<file path="config.mk">
export PLATFORM = sky130hd
export DESIGN_NAME = dma_top
export DESIGN_NICKNAME = d
export VERILOG_FILES = /design/src/design/dma_pkg.sv /design/src/design/dma_chan.sv /design/src/design/dma_regs.sv /design/src/design/dma_page.sv /design/src/design/dma_arbiter.sv /design/src/design/dma_top.sv
export SDC_FILE = /design/constraint.sdc
export NUM_CORES = 1
export LEC_CHECK = 0
export BUFFER_PORTS_ARGS = -buffer_cell sky130_fd_sc_hd__buf_4
export CAP_MARGIN = 25
export CELL_PAD_IN_SITES_DETAIL_PLACEMENT = 1
export CELL_PAD_IN_SITES_GLOBAL_PLACEMENT = 1
export CORE_MARGIN = 2
export CORE_UTILIZATION = 43
export CTS_BUF_LIST = sky130_fd_sc_hd__clkbuf_8
export DETAILED_ROUTE_END_ITERATION = 10
export MAX_ROUTING_LAYER = met4
export PLACE_DENSITY = 0.87
export SLEW_MARGIN = 25
export SYNTH_ARGS = -nofsm -noshare
export SYNTH_HDL_FRONTEND = slang
export SYNTH_SLANG_ARGS = --single-unit
</file>
<file path="constraint.sdc">
create_clock -name clk -period 2.75 [get_ports clk]
set_input_delay 0.275 -clock clk [delete_from_list [all_inputs] [get_ports clk]]
set_output_delay 0.275 -clock clk [all_outputs]
set_load 0.005 [all_outputs]
</file>
<file path="src/design/dma_pkg.sv">
// dma engine shared definitions
package dma_pkg;

	// --------------------
	// widths
	localparam int num_chan    = 4;
	localparam int data_w      = 8;
	localparam int chan_addr_w = 16;
	localparam int page_w      = 8;
	localparam int mem_addr_w  = 24;

	// --------------------
	// controller register offsets
	// offsets 0..7 hold the address/count pair of each channel
	typedef enum logic [3:0] {
		reg_status_cmd   = 4'h8, // status on read, command on write
		reg_request      = 4'h9,
		reg_mask_single  = 4'hA,
		reg_mode         = 4'hB,
		reg_clear_ff     = 4'hC,
		reg_master_clear = 4'hD,
		reg_clear_mask   = 4'hE,
		reg_mask_all     = 4'hF
	} reg_addr_e;

	// mode register bits 3:2
	typedef enum logic [1:0] {
		xfer_verify = 2'd0,
		xfer_write  = 2'd1, // device to memory
		xfer_read   = 2'd2  // memory to device
	} xfer_e;

	typedef enum logic [2:0] {
		st_idle    = 3'd0,
		st_start   = 3'd1,
		st_rd_wait = 3'd2,
		st_rd_data = 3'd3,
		st_update  = 3'd4,
		st_done    = 3'd5,
		st_wr_wait = 3'd6,
		st_verify  = 3'd7
	} chan_state_e;

	// page port offset per channel, channel 0 in the low nibble
	localparam logic [num_chan-1:0][3:0] page_offsets = {4'h2, 4'h1, 4'h3, 4'h7};

	// --------------------
	// bus structs
	typedef struct packed {
		logic [3:0]        address;
		logic              read;
		logic              write;
		logic [data_w-1:0] writedata;
		logic              dma_cs;  // controller ports
		logic              page_cs; // page ports
	} io_req_t;

	// channel side of the memory port, page not yet added
	typedef struct packed {
		logic [chan_addr_w-1:0] address;
		logic                   read;
		logic                   write;
		logic [data_w-1:0]      writedata;
	} chan_mem_t;

	typedef struct packed {
		logic [mem_addr_w-1:0] address;
		logic                  read;
		logic                  write;
		logic [data_w-1:0]     writedata;
	} mem_req_t;

	typedef struct packed {
		logic              waitrequest;
		logic              readdatavalid;
		logic [data_w-1:0] readdata;
	} mem_rsp_t;

endpackage

</file>
<file path="src/design/dma_chan.sv">
// dma channel engine
`timescale 1ns/1ps

module dma_chan #(
	parameter int chan_num = 0
) (
	input  logic                       clk,
	input  logic                       rst_n,
	input  logic                       master_clear,
	input  dma_pkg::io_req_t           io,
	input  logic                       flip_flop,
	output logic [dma_pkg::data_w-1:0] readdata,
	input  logic                       grant,
	input  logic [dma_pkg::data_w-1:0] dev_writedata,
	output logic                       ack,
	output logic [dma_pkg::data_w-1:0] ack_data,
	output dma_pkg::chan_mem_t         chan_mem,
	input  dma_pkg::mem_rsp_t          mem_rsp,
	output logic                       busy,
	output logic                       tc,
	output logic                       auto_init
);

	logic                            io_wr;
	logic                            sel_addr;
	logic                            sel_cnt;
	logic                            sel_mode;
	logic [dma_pkg::chan_addr_w-1:0] base_addr;
	logic [dma_pkg::chan_addr_w-1:0] cur_addr;
	logic [dma_pkg::chan_addr_w-1:0] base_cnt;
	logic [dma_pkg::chan_addr_w-1:0] cur_cnt;
	logic                            dec;
	dma_pkg::xfer_e                  xfer;
	dma_pkg::chan_state_e            state;
	logic                            posted;   // request is live on the memory port
	logic                            accepted;
	logic                            update;
	logic [dma_pkg::data_w-1:0]      wdata;

	assign io_wr    = io.write & io.dma_cs;
	assign sel_addr = io.address == 4'(2 * chan_num);
	assign sel_cnt  = io.address == 4'(2 * chan_num + 1);
	assign sel_mode = io_wr && io.address == dma_pkg::reg_mode
		&& io.writedata[1:0] == 2'(chan_num);

	// current values, byte picked by the flip-flop
	always_comb begin
		readdata = '0;
		if (sel_addr)
			readdata = cur_addr[flip_flop * dma_pkg::data_w +: dma_pkg::data_w];
		else if (sel_cnt)
			readdata = cur_cnt[flip_flop * dma_pkg::data_w +: dma_pkg::data_w];
	end

	// --------------------
	// address and count
	always_ff @(posedge clk) begin
		if (!rst_n) begin
			base_addr <= '0;
			cur_addr  <= '0;
		end else if (io_wr && sel_addr) begin
			base_addr[flip_flop * dma_pkg::data_w +: dma_pkg::data_w] <= io.writedata;
			cur_addr[flip_flop * dma_pkg::data_w +: dma_pkg::data_w]  <= io.writedata;
		end else if (tc && auto_init) begin
			cur_addr <= base_addr; // reload wins over the step
		end else if (update) begin
			cur_addr <= dec ? cur_addr - 1'b1 : cur_addr + 1'b1;
		end
	end

	always_ff @(posedge clk) begin
		if (!rst_n) begin
			base_cnt <= '0;
			cur_cnt  <= '0;
		end else if (io_wr && sel_cnt) begin
			base_cnt[flip_flop * dma_pkg::data_w +: dma_pkg::data_w] <= io.writedata;
			cur_cnt[flip_flop * dma_pkg::data_w +: dma_pkg::data_w]  <= io.writedata;
		end else if (tc && auto_init) begin
			cur_cnt <= base_cnt;
		end else if (update) begin
			cur_cnt <= cur_cnt - 1'b1;
		end
	end

	// mode bits: 5 dec, 4 auto-init, 3:2 transfer type
	always_ff @(posedge clk) begin
		if (!rst_n) begin
			dec       <= 1'b0;
			auto_init <= 1'b0;
			xfer      <= dma_pkg::xfer_verify;
		end else if (sel_mode) begin
			dec       <= io.writedata[5];
			auto_init <= io.writedata[4];
			xfer      <= dma_pkg::xfer_e'(io.writedata[3:2]);
		end
	end

	// --------------------
	// transfer fsm
	assign update   = state == dma_pkg::st_update;
	assign accepted = posted & ~mem_rsp.waitrequest;
	assign busy     = state != dma_pkg::st_idle;
	assign tc       = update && cur_cnt == '0;
	assign ack      = update; // one pulse per byte

	always_ff @(posedge clk) begin
		if (!rst_n || master_clear) begin
			state  <= dma_pkg::st_idle;
			posted <= 1'b0;
		end else begin
			// arbiter output trails the channel by one cycle
			posted <= (state == dma_pkg::st_rd_wait || state == dma_pkg::st_wr_wait)
				&& !accepted;
			case (state)
				dma_pkg::st_idle: if (grant) state <= dma_pkg::st_start;
				dma_pkg::st_start: begin
					case (xfer)
						dma_pkg::xfer_read:  state <= dma_pkg::st_rd_wait;
						dma_pkg::xfer_write: state <= dma_pkg::st_wr_wait;
						default:             state <= dma_pkg::st_verify;
					endcase
				end
				dma_pkg::st_rd_wait: if (accepted) state <= dma_pkg::st_rd_data;
				dma_pkg::st_rd_data: if (mem_rsp.readdatavalid) state <= dma_pkg::st_update;
				dma_pkg::st_wr_wait: if (accepted) state <= dma_pkg::st_update;
				dma_pkg::st_verify:  state <= dma_pkg::st_update;
				dma_pkg::st_update:  state <= dma_pkg::st_done;
				default:             state <= dma_pkg::st_idle;
			endcase
		end
	end

	always_ff @(posedge clk) begin
		if (state == dma_pkg::st_start)
			wdata <= dev_writedata; // device byte taken at the start
		if (state == dma_pkg::st_rd_data && mem_rsp.readdatavalid)
			ack_data <= mem_rsp.readdata;
	end

	// request drops in the cycle it is accepted
	always_comb begin
		chan_mem.address   = cur_addr;
		chan_mem.read      = state == dma_pkg::st_rd_wait && !accepted;
		chan_mem.write     = state == dma_pkg::st_wr_wait && !accepted;
		chan_mem.writedata = wdata;
	end

endmodule

</file>
<file path="src/design/dma_regs.sv">
// dma controller common registers
`timescale 1ns/1ps

module dma_regs (
	input  logic                                             clk,
	input  logic                                             rst_n,
	input  dma_pkg::io_req_t                                 io,
	input  logic [dma_pkg::num_chan-1:0]                     dreq,
	input  logic [dma_pkg::num_chan-1:0]                     tc,
	input  logic [dma_pkg::num_chan-1:0]                     auto_init,
	input  logic [dma_pkg::num_chan-1:0][dma_pkg::data_w-1:0] chan_readdata,
	output logic [dma_pkg::data_w-1:0]                       readdata,
	output logic                                             flip_flop,
	output logic                                             master_clear,
	output logic [dma_pkg::num_chan-1:0]                     req,
	output logic                                             disabled
);

	logic                         io_rd;
	logic                         io_wr;
	logic                         read_last;
	logic                         read_valid;
	logic [dma_pkg::num_chan-1:0] chan_bit;   // channel picked by writedata[1:0]
	logic [dma_pkg::num_chan-1:0] pending;
	logic [dma_pkg::num_chan-1:0] soft_req;
	logic [dma_pkg::num_chan-1:0] mask;
	logic [dma_pkg::num_chan-1:0] terminated;
	logic [dma_pkg::data_w-1:0]   chan_rd;

	assign io_rd        = io.read & io.dma_cs;
	assign io_wr        = io.write & io.dma_cs;
	assign read_valid   = io_rd && !read_last; // held read counts once
	assign master_clear = io_wr && io.address == dma_pkg::reg_master_clear;
	assign req          = pending & ~mask;

	always_comb begin
		chan_bit = '0;
		chan_bit[io.writedata[1:0]] = 1'b1;
	end

	always_ff @(posedge clk) begin
		if (!rst_n)
			read_last <= 1'b0;
		else
			read_last <= io_rd;
	end

	// --------------------
	// flip-flop and command
	always_ff @(posedge clk) begin
		if (!rst_n || master_clear || (io_wr && io.address == dma_pkg::reg_clear_ff))
			flip_flop <= 1'b0;
		else if ((read_valid || io_wr) && !io.address[3])
			flip_flop <= ~flip_flop;
	end

	always_ff @(posedge clk) begin
		if (!rst_n || master_clear)
			disabled <= 1'b0;
		else if (io_wr && io.address == dma_pkg::reg_status_cmd)
			disabled <= io.writedata[2];
	end

	// --------------------
	// request, mask, status
	always_ff @(posedge clk) begin
		if (!rst_n || master_clear) begin
			soft_req <= '0;
			pending  <= '0;
		end else begin
			pending <= dreq | soft_req;
			if (io_wr && io.address == dma_pkg::reg_request)
				soft_req <= io.writedata[2] ? soft_req | chan_bit : soft_req & ~chan_bit;
			else
				soft_req <= soft_req & ~tc; // software request ends at tc
		end
	end

	always_ff @(posedge clk) begin
		if (!rst_n || master_clear)
			mask <= '1;
		else if (io_wr && io.address == dma_pkg::reg_clear_mask)
			mask <= '0;
		else if (io_wr && io.address == dma_pkg::reg_mask_all)
			mask <= io.writedata[dma_pkg::num_chan-1:0];
		else if (io_wr && io.address == dma_pkg::reg_mask_single)
			mask <= io.writedata[2] ? mask | chan_bit : mask & ~chan_bit;
		else
			mask <= mask | (tc & ~auto_init); // re-mask at end of block
	end

	always_ff @(posedge clk) begin
		if (!rst_n || master_clear)
			terminated <= '0;
		else if (read_valid && io.address == dma_pkg::reg_status_cmd)
			terminated <= tc; // keep a tc landing on the read
		else
			terminated <= terminated | tc;
	end

	// --------------------
	// readback
	always_comb begin
		chan_rd = '0;
		for (int i = 0; i < dma_pkg::num_chan; i++)
			chan_rd |= chan_readdata[i];
	end

	always_ff @(posedge clk) begin
		if (read_valid) begin
			if (!io.address[3])
				readdata <= chan_rd;
			else if (io.address == dma_pkg::reg_status_cmd)
				readdata <= {pending, terminated};
			else if (io.address == dma_pkg::reg_mask_all)
				readdata <= {{(dma_pkg::data_w - dma_pkg::num_chan){1'b0}}, mask};
			else
				readdata <= '0;
		end
	end

endmodule

</file>
<file path="src/design/dma_page.sv">
// dma page registers
`timescale 1ns/1ps

module dma_page (
	input  logic                                             clk,
	input  logic                                             rst_n,
	input  dma_pkg::io_req_t                                 io,
	output logic [dma_pkg::num_chan-1:0][dma_pkg::page_w-1:0] page,
	output logic [dma_pkg::data_w-1:0]                       readdata
);

	// address bits 23..16 per channel
	always_ff @(posedge clk) begin
		if (!rst_n) begin
			page <= '0;
		end else if (io.write && io.page_cs) begin
			for (int i = 0; i < dma_pkg::num_chan; i++) begin
				if (io.address == dma_pkg::page_offsets[i])
					page[i] <= io.writedata;
			end
		end
	end

	// unmapped offsets read as zero
	always_ff @(posedge clk) begin
		if (io.read && io.page_cs) begin
			readdata <= '0;
			for (int i = 0; i < dma_pkg::num_chan; i++) begin
				if (io.address == dma_pkg::page_offsets[i])
					readdata <= page[i];
			end
		end
	end

endmodule

</file>
<file path="src/design/dma_arbiter.sv">
// dma channel arbiter and memory port
`timescale 1ns/1ps

module dma_arbiter (
	input  logic                                             clk,
	input  logic                                             rst_n,
	input  logic [dma_pkg::num_chan-1:0]                     req,
	input  logic                                             disabled,
	input  logic [dma_pkg::num_chan-1:0]                     busy,
	input  logic [dma_pkg::num_chan-1:0][dma_pkg::page_w-1:0] page,
	input  dma_pkg::chan_mem_t [dma_pkg::num_chan-1:0]       chan_mem,
	output logic [dma_pkg::num_chan-1:0]                     grant,
	output dma_pkg::mem_req_t                                mem_req
);

	// --------------------
	// fixed priority, channel 0 first
	// only one byte in flight, so grant waits for all channels idle
	always_comb begin
		grant = '0;
		if (!(|busy) && !disabled) begin
			for (int i = dma_pkg::num_chan - 1; i >= 0; i--) begin
				if (req[i]) begin
					grant    = '0;
					grant[i] = 1'b1;
				end
			end
		end
	end

	// --------------------
	// registered memory port
	always_ff @(posedge clk) begin
		if (!rst_n) begin
			mem_req.read  <= 1'b0;
			mem_req.write <= 1'b0;
		end else begin
			mem_req.read  <= 1'b0; // idle port
			mem_req.write <= 1'b0;
			for (int i = 0; i < dma_pkg::num_chan; i++) begin
				if (busy[i]) begin
					mem_req.read  <= chan_mem[i].read;
					mem_req.write <= chan_mem[i].write;
				end
			end
		end
	end

	always_ff @(posedge clk) begin
		for (int i = 0; i < dma_pkg::num_chan; i++) begin
			if (busy[i]) begin
				mem_req.address   <= {page[i], chan_mem[i].address};
				mem_req.writedata <= chan_mem[i].writedata;
			end
		end
	end

endmodule

</file>
<file path="src/design/dma_top.sv">
// isa dma engine top
`timescale 1ns/1ps

module dma_top (
	input  logic                                             clk,
	input  logic                                             rst_n,
	input  dma_pkg::io_req_t                                 io,
	output logic [dma_pkg::data_w-1:0]                       io_readdata,
	output dma_pkg::mem_req_t                                mem_req,
	input  dma_pkg::mem_rsp_t                                mem_rsp,
	input  logic [dma_pkg::num_chan-1:0]                     dreq,
	output logic [dma_pkg::num_chan-1:0]                     dack,
	output logic [dma_pkg::num_chan-1:0]                     tc,
	input  logic [dma_pkg::num_chan-1:0][dma_pkg::data_w-1:0] dev_writedata,
	output logic [dma_pkg::num_chan-1:0][dma_pkg::data_w-1:0] dev_readdata
);

	logic [dma_pkg::num_chan-1:0]                      req;
	logic [dma_pkg::num_chan-1:0]                      grant;
	logic [dma_pkg::num_chan-1:0]                      busy;
	logic [dma_pkg::num_chan-1:0]                      chan_tc;
	logic [dma_pkg::num_chan-1:0]                      auto_init;
	logic [dma_pkg::num_chan-1:0][dma_pkg::data_w-1:0] chan_readdata;
	logic [dma_pkg::num_chan-1:0][dma_pkg::page_w-1:0] page;
	dma_pkg::chan_mem_t [dma_pkg::num_chan-1:0]        chan_mem;
	logic [dma_pkg::data_w-1:0]                        regs_readdata;
	logic [dma_pkg::data_w-1:0]                        page_readdata;
	logic                                              flip_flop;
	logic                                              master_clear;
	logic                                              disabled;
	logic                                              rd_page;   // last read went to the page ports

	dma_regs regs_i (
		.clk          (clk),
		.rst_n        (rst_n),
		.io           (io),
		.dreq         (dreq),
		.tc           (chan_tc),
		.auto_init    (auto_init),
		.chan_readdata(chan_readdata),
		.readdata     (regs_readdata),
		.flip_flop    (flip_flop),
		.master_clear (master_clear),
		.req          (req),
		.disabled     (disabled)
	);

	dma_page page_i (
		.clk     (clk),
		.rst_n   (rst_n),
		.io      (io),
		.page    (page),
		.readdata(page_readdata)
	);

	for (genvar i = 0; i < dma_pkg::num_chan; i++) begin : g_chan
		dma_chan #(
			.chan_num(i)
		) chan_i (
			.clk          (clk),
			.rst_n        (rst_n),
			.master_clear (master_clear),
			.io           (io),
			.flip_flop    (flip_flop),
			.readdata     (chan_readdata[i]),
			.grant        (grant[i]),
			.dev_writedata(dev_writedata[i]),
			.ack          (dack[i]),
			.ack_data     (dev_readdata[i]),
			.chan_mem     (chan_mem[i]),
			.mem_rsp      (mem_rsp),
			.busy         (busy[i]),
			.tc           (chan_tc[i]),
			.auto_init    (auto_init[i])
		);
	end

	dma_arbiter arb_i (
		.clk     (clk),
		.rst_n   (rst_n),
		.req     (req),
		.disabled(disabled),
		.busy    (busy),
		.page    (page),
		.chan_mem(chan_mem),
		.grant   (grant),
		.mem_req (mem_req)
	);

	// --------------------
	// device tc, one cycle after the last update
	always_ff @(posedge clk) begin
		if (!rst_n)
			tc <= '0;
		else
			tc <= chan_tc;
	end

	// readback source follows the strobe, data comes a cycle later
	always_ff @(posedge clk) begin
		if (!rst_n)
			rd_page <= 1'b0;
		else if (io.read)
			rd_page <= io.page_cs;
	end

	assign io_readdata = rd_page ? page_readdata : regs_readdata;

endmodule

</file>
==> flow_summary_export.csv, run 1 <==
group,metric,value,unit
timing,slew_viol_final,0,
logic_synthesis,syn-num-nets,3119,
layout,nets,3390,
layout,ff_latch_area,10300,µm²
floorplanning,die_area,58170,µm²
logic_synthesis,seq_area_frac_synth,42.54,%
routing,wl_per_cell,25.50,µm
pwr,powerDensity,880.4,nW/µm²
placement,place_hpwl,69.45,mm
timing,fin_worst_skew,37.46,ps
logic_synthesis,syn_inst,2983,
logic_synthesis,synth_compound_area_share,22.80,%
logic_synthesis,synth-seq-cells,458,
logic_synthesis,synthFlopType,"dfxtp_1",
placement,gp_congestion,1.016,
pwr,p_leak,11.20,nW
logic_synthesis,synth_area,24190,µm²
layout,syn_to_final_growth,20.16,%
worst_setup_path,critPathCaptureType,"flop",
logic_synthesis,synthXorXnorAreaFrac,3.367,%
grt,grt_pass1_wl,157.6,mm
timing,finalCriticalPeriod,2625,ps
floorplanning,die_w,241.2,µm
routing,dr.first_iter.drc_count,2316,
timing,post-route-period-util,95.44,%
logic_synthesis,synth_fa_ha_area_share,3.848,%
layout,layout-drive-gt1-share,14.46,%
worst_setup_path,reg2reg_depth,8,
clocking,cts_tree,"done",
logic_synthesis,synth_top_area_share,28.63,%
floorplanning,die_y,241.2,µm
logic_synthesis,synth_mux_area_share,4.319,%
timing,hold_viol,0,
timing,fmax,0.3810,GHz
worst_setup_path,crit_end,"g_chan[2].chan_i.cur_addr[10]",
logic_synthesis,yosysWarnings,0,
worst_setup_path,cp-startpoint,"g_chan[2].chan_i.cur_cnt[6]",
routing,postRouteAntennaNets,0,
grt,grt_pass1_vias,26533,
clocking,cts_buffers,81,
clocking,clock-sinks,458,
layout,multi_input_area,13060,µm²
floorplanning,start_util,43.74,%
routing,drc,0,
logic_synthesis,yosysTopAreaCell,"dfxtp_1",
pwr,ir_worst_vdd,0.7791,mV
logic_synthesis,syn_avg_cell_area,8.110,µm²
worst_setup_path,reg2reg_from,"g_chan[2].chan_i.cur_cnt[6]",
logic_synthesis,netlist-cell-type-count,78,
logic_synthesis,synth_common_cells,"627 x nand2_1, 387 x a21oi_1, 346 x dfxtp_1",
routing,firstDrtPassIters,5,
floorplanning,coreArea,55310,µm²
logic_synthesis,synth_edf_count,112,
logic_synthesis,synth_top_family_by_area,"compound AO/OA/AOI/OAI gates",
timing,rsz0062_at_grt,"false",
timing,setup-violations-final,0,
worst_setup_path,arrival,3240,ps
layout,utilization,52.56,%
routing,drt-total-wl,103.8,mm
grt,antenna_found_initial,2,
floorplanning,pin_count,146,
timing,slew_headroom,30.66,%
logic_synthesis,yosysMostFrequentCell,"nand2_1",
grt,grt_usage,36.36,%
placement,io_buffers,145,
grt,overflow,0,
layout,fillers,6718,
clocking,clkLatencyLatePin,700,ps
routing,viasPerCell,6.263,
routing,route.vias.total,25490,
timing,fin_ws,125.4,ps
timing,setup_tns,0,ps
logic_synthesis,synth-simple-area-share,19.44,%
logic_synthesis,netlist_top_cells_area,"dfxtp_1 29%, edfxtp_1 14%, nand2_1 9.7%, a21oi_1 8.0%, o21ai_0 4.3%",
placement,detailedPlace.worstSlack,32.68,ps
grt,grt_max_degree,79,
worst_setup_path,r2r_slack,130,ps
worst_setup_path,required,3360,ps
worst_setup_path,cp-start-kind,"flop",
flow_run,drv_cap,0,
clocking,clock-root-buffer,"clkbuf_8",
clocking,clockBufferDepth,3,
worst_setup_path,critPathKind,"reg -> reg",
worst_setup_path,cp_max_fo,15,
min_path,worst_hold_path_type,"in -> reg",
run_status,outcome,"completed",
clocking,path_clk_slew,60,ps
logic_synthesis,async_flop_share,0,%
floorplanning,rows,86,
worst_setup_path,r2r_end,"g_chan[2].chan_i.cur_addr[10]",
timing,worst_slew_pin_slew,1036,ps
min_path,hold_path_startpoint,"io[15]",
clocking,cts_htree_levels,3,
[cells by family (layout without fill, tap and decap cells)]
logic type / count (synthesis) / in the layout
AOI/OAI and AO/OA: 936 / 936
xor gates and xnor gates: 93 / 93
adders and majority gates: 72 / 72
buffers and inverters: 228 / 565
DFF: 458 / 458
muxes: 103 / 103
other: 0 / 2
and+or+nand+nor: 1093 / 1093
[power by group]
group | leakage, nW | internal (mW) | switching (mW)
Combinational | 6.39 | 3.66 | 6.25
Clock | 0.952 | 3.52 | 3.18
Sequential | 3.86 | 8.09 | 0.884
[registers in the layout (all words and copies together) (netlist names), 12 cells and up, named ones only]
register                 flops
g_chan.chan_i.state         12
g_chan.chan_i.cur_addr      64
g_chan.chan_i.ack_data      32
g_chan.chan_i.base_cnt      64
g_chan.chan_i.base_addr     64
g_chan.chan_i.cur_cnt       64
g_chan.chan_i.wdata         32
page_i.page                 32
arb_i.mem_req               34
[stage by stage]
step | instance area [µm²] | power, mW | std cells | hold WS [ps]
after floorplan | 24190 | 14.83 | 2983 | 373.9
after global placement | 26880 | 17.88 | 3869 | 441.3
after detailed placement | 26880 | 18.42 | 3869 | 447.8
after CTS | 29030 | 25.11 | 4068 | 10.29
after global routing | 29070 | 26.79 | 4070 | 66.30
final | 29070 | 25.59 | 4070 | 52.08
[worst min-delay path by stage]
| stage | to | slack [ps] | cells past startpoint |
|---|---|---|---|
| 6_report | regs_i.readdata[1] | 50 | 2 |
| 5_1_grt | g_chan[2].chan_i.base_cnt[5] | 70 | 3 |
| 4_1_cts | regs_i.disabled | 10 | 4 |
| 3_5_place_dp | g_chan[1].chan_i.base_cnt[14] | 450 | 2 |
| 3_3_place_gp | g_chan[3].chan_i.base_addr[0] | 440 | 2 |
| 2_1_floorplan | g_chan[0].chan_i.ack_data[0] | 370 | 0 |
[metal layers]
layer / track usage, % / routed length [µm]
met3: 7.366 / 8843
met5: - / 0
met4: 23.12 / 6885
met2: 57.30 / 47560
met1: 42.39 / 40500
[critical path, stage by stage (launching register included)]
cell     delay (ps)
dfxtp_2         360
or4_4           590
or3_1           390
or3_1           430
buf_6           180
nand3_2          80
o21ai_1          70
a221o_1         310
o22ai_2         130
[repair_timing]
| item | 4_1_cts | 5_1_grt |
|---|---|---|
| endpoints found under the setup margin | 1 | 9 |
| resized for setup | 1 | 12 |
| setup buffers | 0 | 0 |
| endpoints found under the hold margin | 85 | 0 |
| hold buffers | 50 | 0 |
[cell type report]
type | instances | share of cell area (%)
clock inverter | 58 | 1.356
sequential | 458 | 35.43
clock buffer | 91 | 4.309
antenna | 2 | 0.01722
inverter | 46 | 0.6112
tap | 748 | 3.220
timing repair buffer | 370 | 10.13
multi-input combinational | 2297 | 44.93
[placed cells by master (no fill, tap or decap), types with 7 or more instances in the layout]
master	netlist	layout
nand4b_1	7	7
edfxtp_1	112	112
inv_1	45	76
mux2i_1	92	92
o21ai_1	12	13
clkinv_2	0	7
ha_1	68	68
buf_4	4	316
o221ai_1	30	29
xor2_1	32	32
nor4_1	17	15
xnor2_1	61	61
nand2b_1	17	17
o31ai_1	10	10
nand2_1	627	626
clkbuf_8	0	91
dfxtp_1	346	342
a21o_1	17	17
o211ai_1	64	64
nor2_1	214	214
a21oi_1	387	386
dlygate4sd3_1	0	50
or4_1	8	8
a31oi_1	74	73
nand3_1	63	63
nor2b_1	20	20
o22ai_1	35	35
o21a_1	10	10
and3_1	12	12
o21ai_0	207	205
or3_1	20	18
a222oi_1	9	9
nor3_1	46	44
mux2_2	11	11
a211oi_1	23	23
(Power assumes the default switching activity.)
==> inputs of run 2 (changes only) <==
- ABC_AREA: not set -> 1
- CORE_UTILIZATION: 43 -> 42
- PLACE_DENSITY: 0.87 -> 0.88
==> flow_summary_export.csv, run 2 <==
group,metric,value,unit
pwr,power,17.35,mW
clocking,clock-root-buffer,"clkbuf_8",
floorplanning,die_area,63740,µm²
logic_synthesis,seq_area_frac_synth,39.69,%
timing,fin_worst_skew,38.65,ps
routing,viasPerCell,5.899,
placement,detailedPlace.worstSlack,201.2,ps
floorplanning,pin_count,146,
worst_setup_path,critPathCaptureType,"output pin",
worst_setup_path,required,2480,ps
logic_synthesis,yosysTopAreaCell,"dfxtp_1",
routing,drc,0,
logic_synthesis,synth_edf_count,112,
timing,fin_ws,45.09,ps
floorplanning,start_util,42.25,%
logic_synthesis,synth_area,25930,µm²
clocking,cts_htree_levels,3,
grt,grt_pass1_wl,171.5,mm
worst_setup_path,r2r_slack,90,ps
floorplanning,die_y,252.5,µm
routing,firstDrtPassIters,6,
grt,grt_max_degree,86,
timing,slew_viol_final,0,
floorplanning,die_w,252.5,µm
timing,rsz0062_at_grt,"false",
worst_setup_path,cp-startpoint,"g_chan[2].chan_i.state[0]",
layout,fillers,8005,
worst_setup_path,cp-start-kind,"flop",
pwr,p_leak,13.96,nW
routing,drt-total-wl,113.0,mm
logic_synthesis,yosysMostFrequentCell,"nor2_1",
placement,gp_congestion,0.9696,
timing,hold_viol,0,
pwr,ir_worst_vdd,0.3941,mV
grt,overflow,0,
clocking,cts_tree,"done",
logic_synthesis,syn_inst,3790,
layout,layout-drive-gt1-share,11.03,%
worst_setup_path,crit_end,"dack[2]",
min_path,worst_hold_path_type,"in -> reg",
logic_synthesis,netlist_top_cells_area,"dfxtp_1 27%, edfxtp_1 13%, nor2_1 10%, nand2_1 10%, a21oi_1 9.5%",
timing,worst_slew_pin_slew,902.4,ps
clocking,path_clk_slew,70,ps
logic_synthesis,synth-seq-cells,458,
layout,syn_to_final_growth,17.39,%
grt,grt_pass1_vias,29349,
logic_synthesis,synthFlopType,"dfxtp_1",
clocking,clock-sinks,458,
logic_synthesis,synth_top_area_share,26.71,%
routing,postRouteAntennaNets,0,
placement,io_buffers,145,
layout,layout.cells.non_filler,4874,
flow_run,drv_cap,0,
worst_setup_path,reg2reg_depth,8,
timing,slew_headroom,39.20,%
timing,setup-violations-final,0,
layout,nets,4144,
clocking,clockBufferDepth,3,
clocking,cts_buffers,84,
routing,wl_per_cell,23.19,µm
layout,utilization,49.60,%
timing,post-route-period-util,98.36,%
min_path,holdPathStages,5,
routing,route.vias.total,28750,
worst_setup_path,reg2reg_from,"g_chan[2].chan_i.state[0]",
timing,setup_tns,0,ps
logic_synthesis,netlist-cell-type-count,52,
placement,place_hpwl,71.98,mm
logic_synthesis,syn_avg_cell_area,6.841,µm²
pwr,powerDensity,569.9,nW/µm²
timing,finalCriticalPeriod,2705,ps
logic_synthesis,yosysWarnings,0,
logic_synthesis,syn-num-nets,3926,
clocking,clkLatencyLatePin,720,ps
clocking,postCtsSetupRepairBufs,0,
timing,fmax,0.3697,GHz
worst_setup_path,r2r_end,"g_chan[2].chan_i.cur_addr[3]",
worst_setup_path,cp_max_fo,7,
worst_setup_path,critPathKind,"reg -> out",
worst_setup_path,arrival,2430,ps
logic_synthesis,synth_common_cells,"711 x nor2_1, 696 x nand2_1, 490 x a21oi_1",
floorplanning,rows,91,
run_status,outcome,"completed",
routing,dr.first_iter.drc_count,2984,
layout,final_common_cell,"nor2_1",
placement,dp_cells,4654,
logic_synthesis,async_flop_share,0,%
floorplanning,coreArea,61370,µm²
grt,antenna_found_initial,4,
grt,grt_usage,35.81,%
layout,final_cell_mix,"711 x nor2_1, 694 x nand2_1, 490 x a21oi_1",
==> run 2: routing by layer <==
metal  vias up  track usage (%)  share of wire, %
met5         -                -                 0
met4         0            22.50               7.4
met3       579            8.816               9.5
met2      1524            55.57                45
met1     13788            41.59                38
li1      12859                -                 -
==> run 2: layout make-up <==
type | instances | area (µm²) | area share, %
Multi-Input combinational cell | 2744 | 13340 | 43.83
Clock inverter | 51 | 350.3 | 1.151
Sequential cell | 458 | 10290 | 33.82
Tap cell | 790 | 988.4 | 3.247
Inverter | 440 | 1658 | 5.447
Timing Repair Buffer | 280 | 2335 | 7.671
Antenna cell | 5 | 12.51 | 0.04111
Clock buffer | 106 | 1459 | 4.793
==> run 2: through the flow <==
stage / hold WS [ps] / instance area, µm²
after CTS: 1.204 / 30420
after detailed placement: 448.0 / 28030
after floorplan: 373.9 / 25930
final: 15.73 / 30440
after global placement: 439.8 / 28030
after global routing: 17.06 / 30440
==> run 2: how the worst min path moves through the flow <==
| stage | start | endpoint | slack, ps |
|---|---|---|---|
| 6_report | io[15] | regs_i.flip_flop | 20 |
| 3_5_place_dp | g_chan[1].chan_i.xfer[1] | g_chan[1].chan_i.xfer[1] | 450 |
| 5_1_grt | io[7] | page_i.page[5] | 20 |
| 2_1_floorplan | mem_rsp[0] | g_chan[0].chan_i.ack_data[0] | 370 |
| 3_3_place_gp | g_chan[3].chan_i.xfer[1] | g_chan[3].chan_i.xfer[1] | 440 |
| 4_1_cts | io[15] | regs_i.flip_flop | 1 |
==> run 2: kinds of logic after synthesis <==
group / after synthesis / share of synthesized area [%]
AND/OR/NAND/NOR: 1663 / 26.14
AO/OA/AOI/OAI: 943 / 19.39
buffers and inverters: 588 / 8.879
flip-flops: 458 / 39.69
adder cells (fa/ha/maj): 72 / 3.590
XOR/XNOR: 58 / 1.959
multiplexers: 8 / 0.3475
==> run 2: repair_timing <==
action                                 CTS  global route
setup endpoints to repair                0             1
endpoints found under the hold margin   89             0
gates resized for setup                  0             1
hold buffers                            58             0
==> run 2: where the power goes <==
part	switching, mW	internal (mW)
Clock	3.39	3.95
Combinational	1.70	0.851
Sequential	0.210	7.25
Total	5.30	12.0
==> run 2: worst max-delay path, stage by stage, from the launching register on <==
cell	delay, ps
dfxtp_1	480
nor2_1	160
nand2_1	420
clkinvlp_4	390
buf_4	250
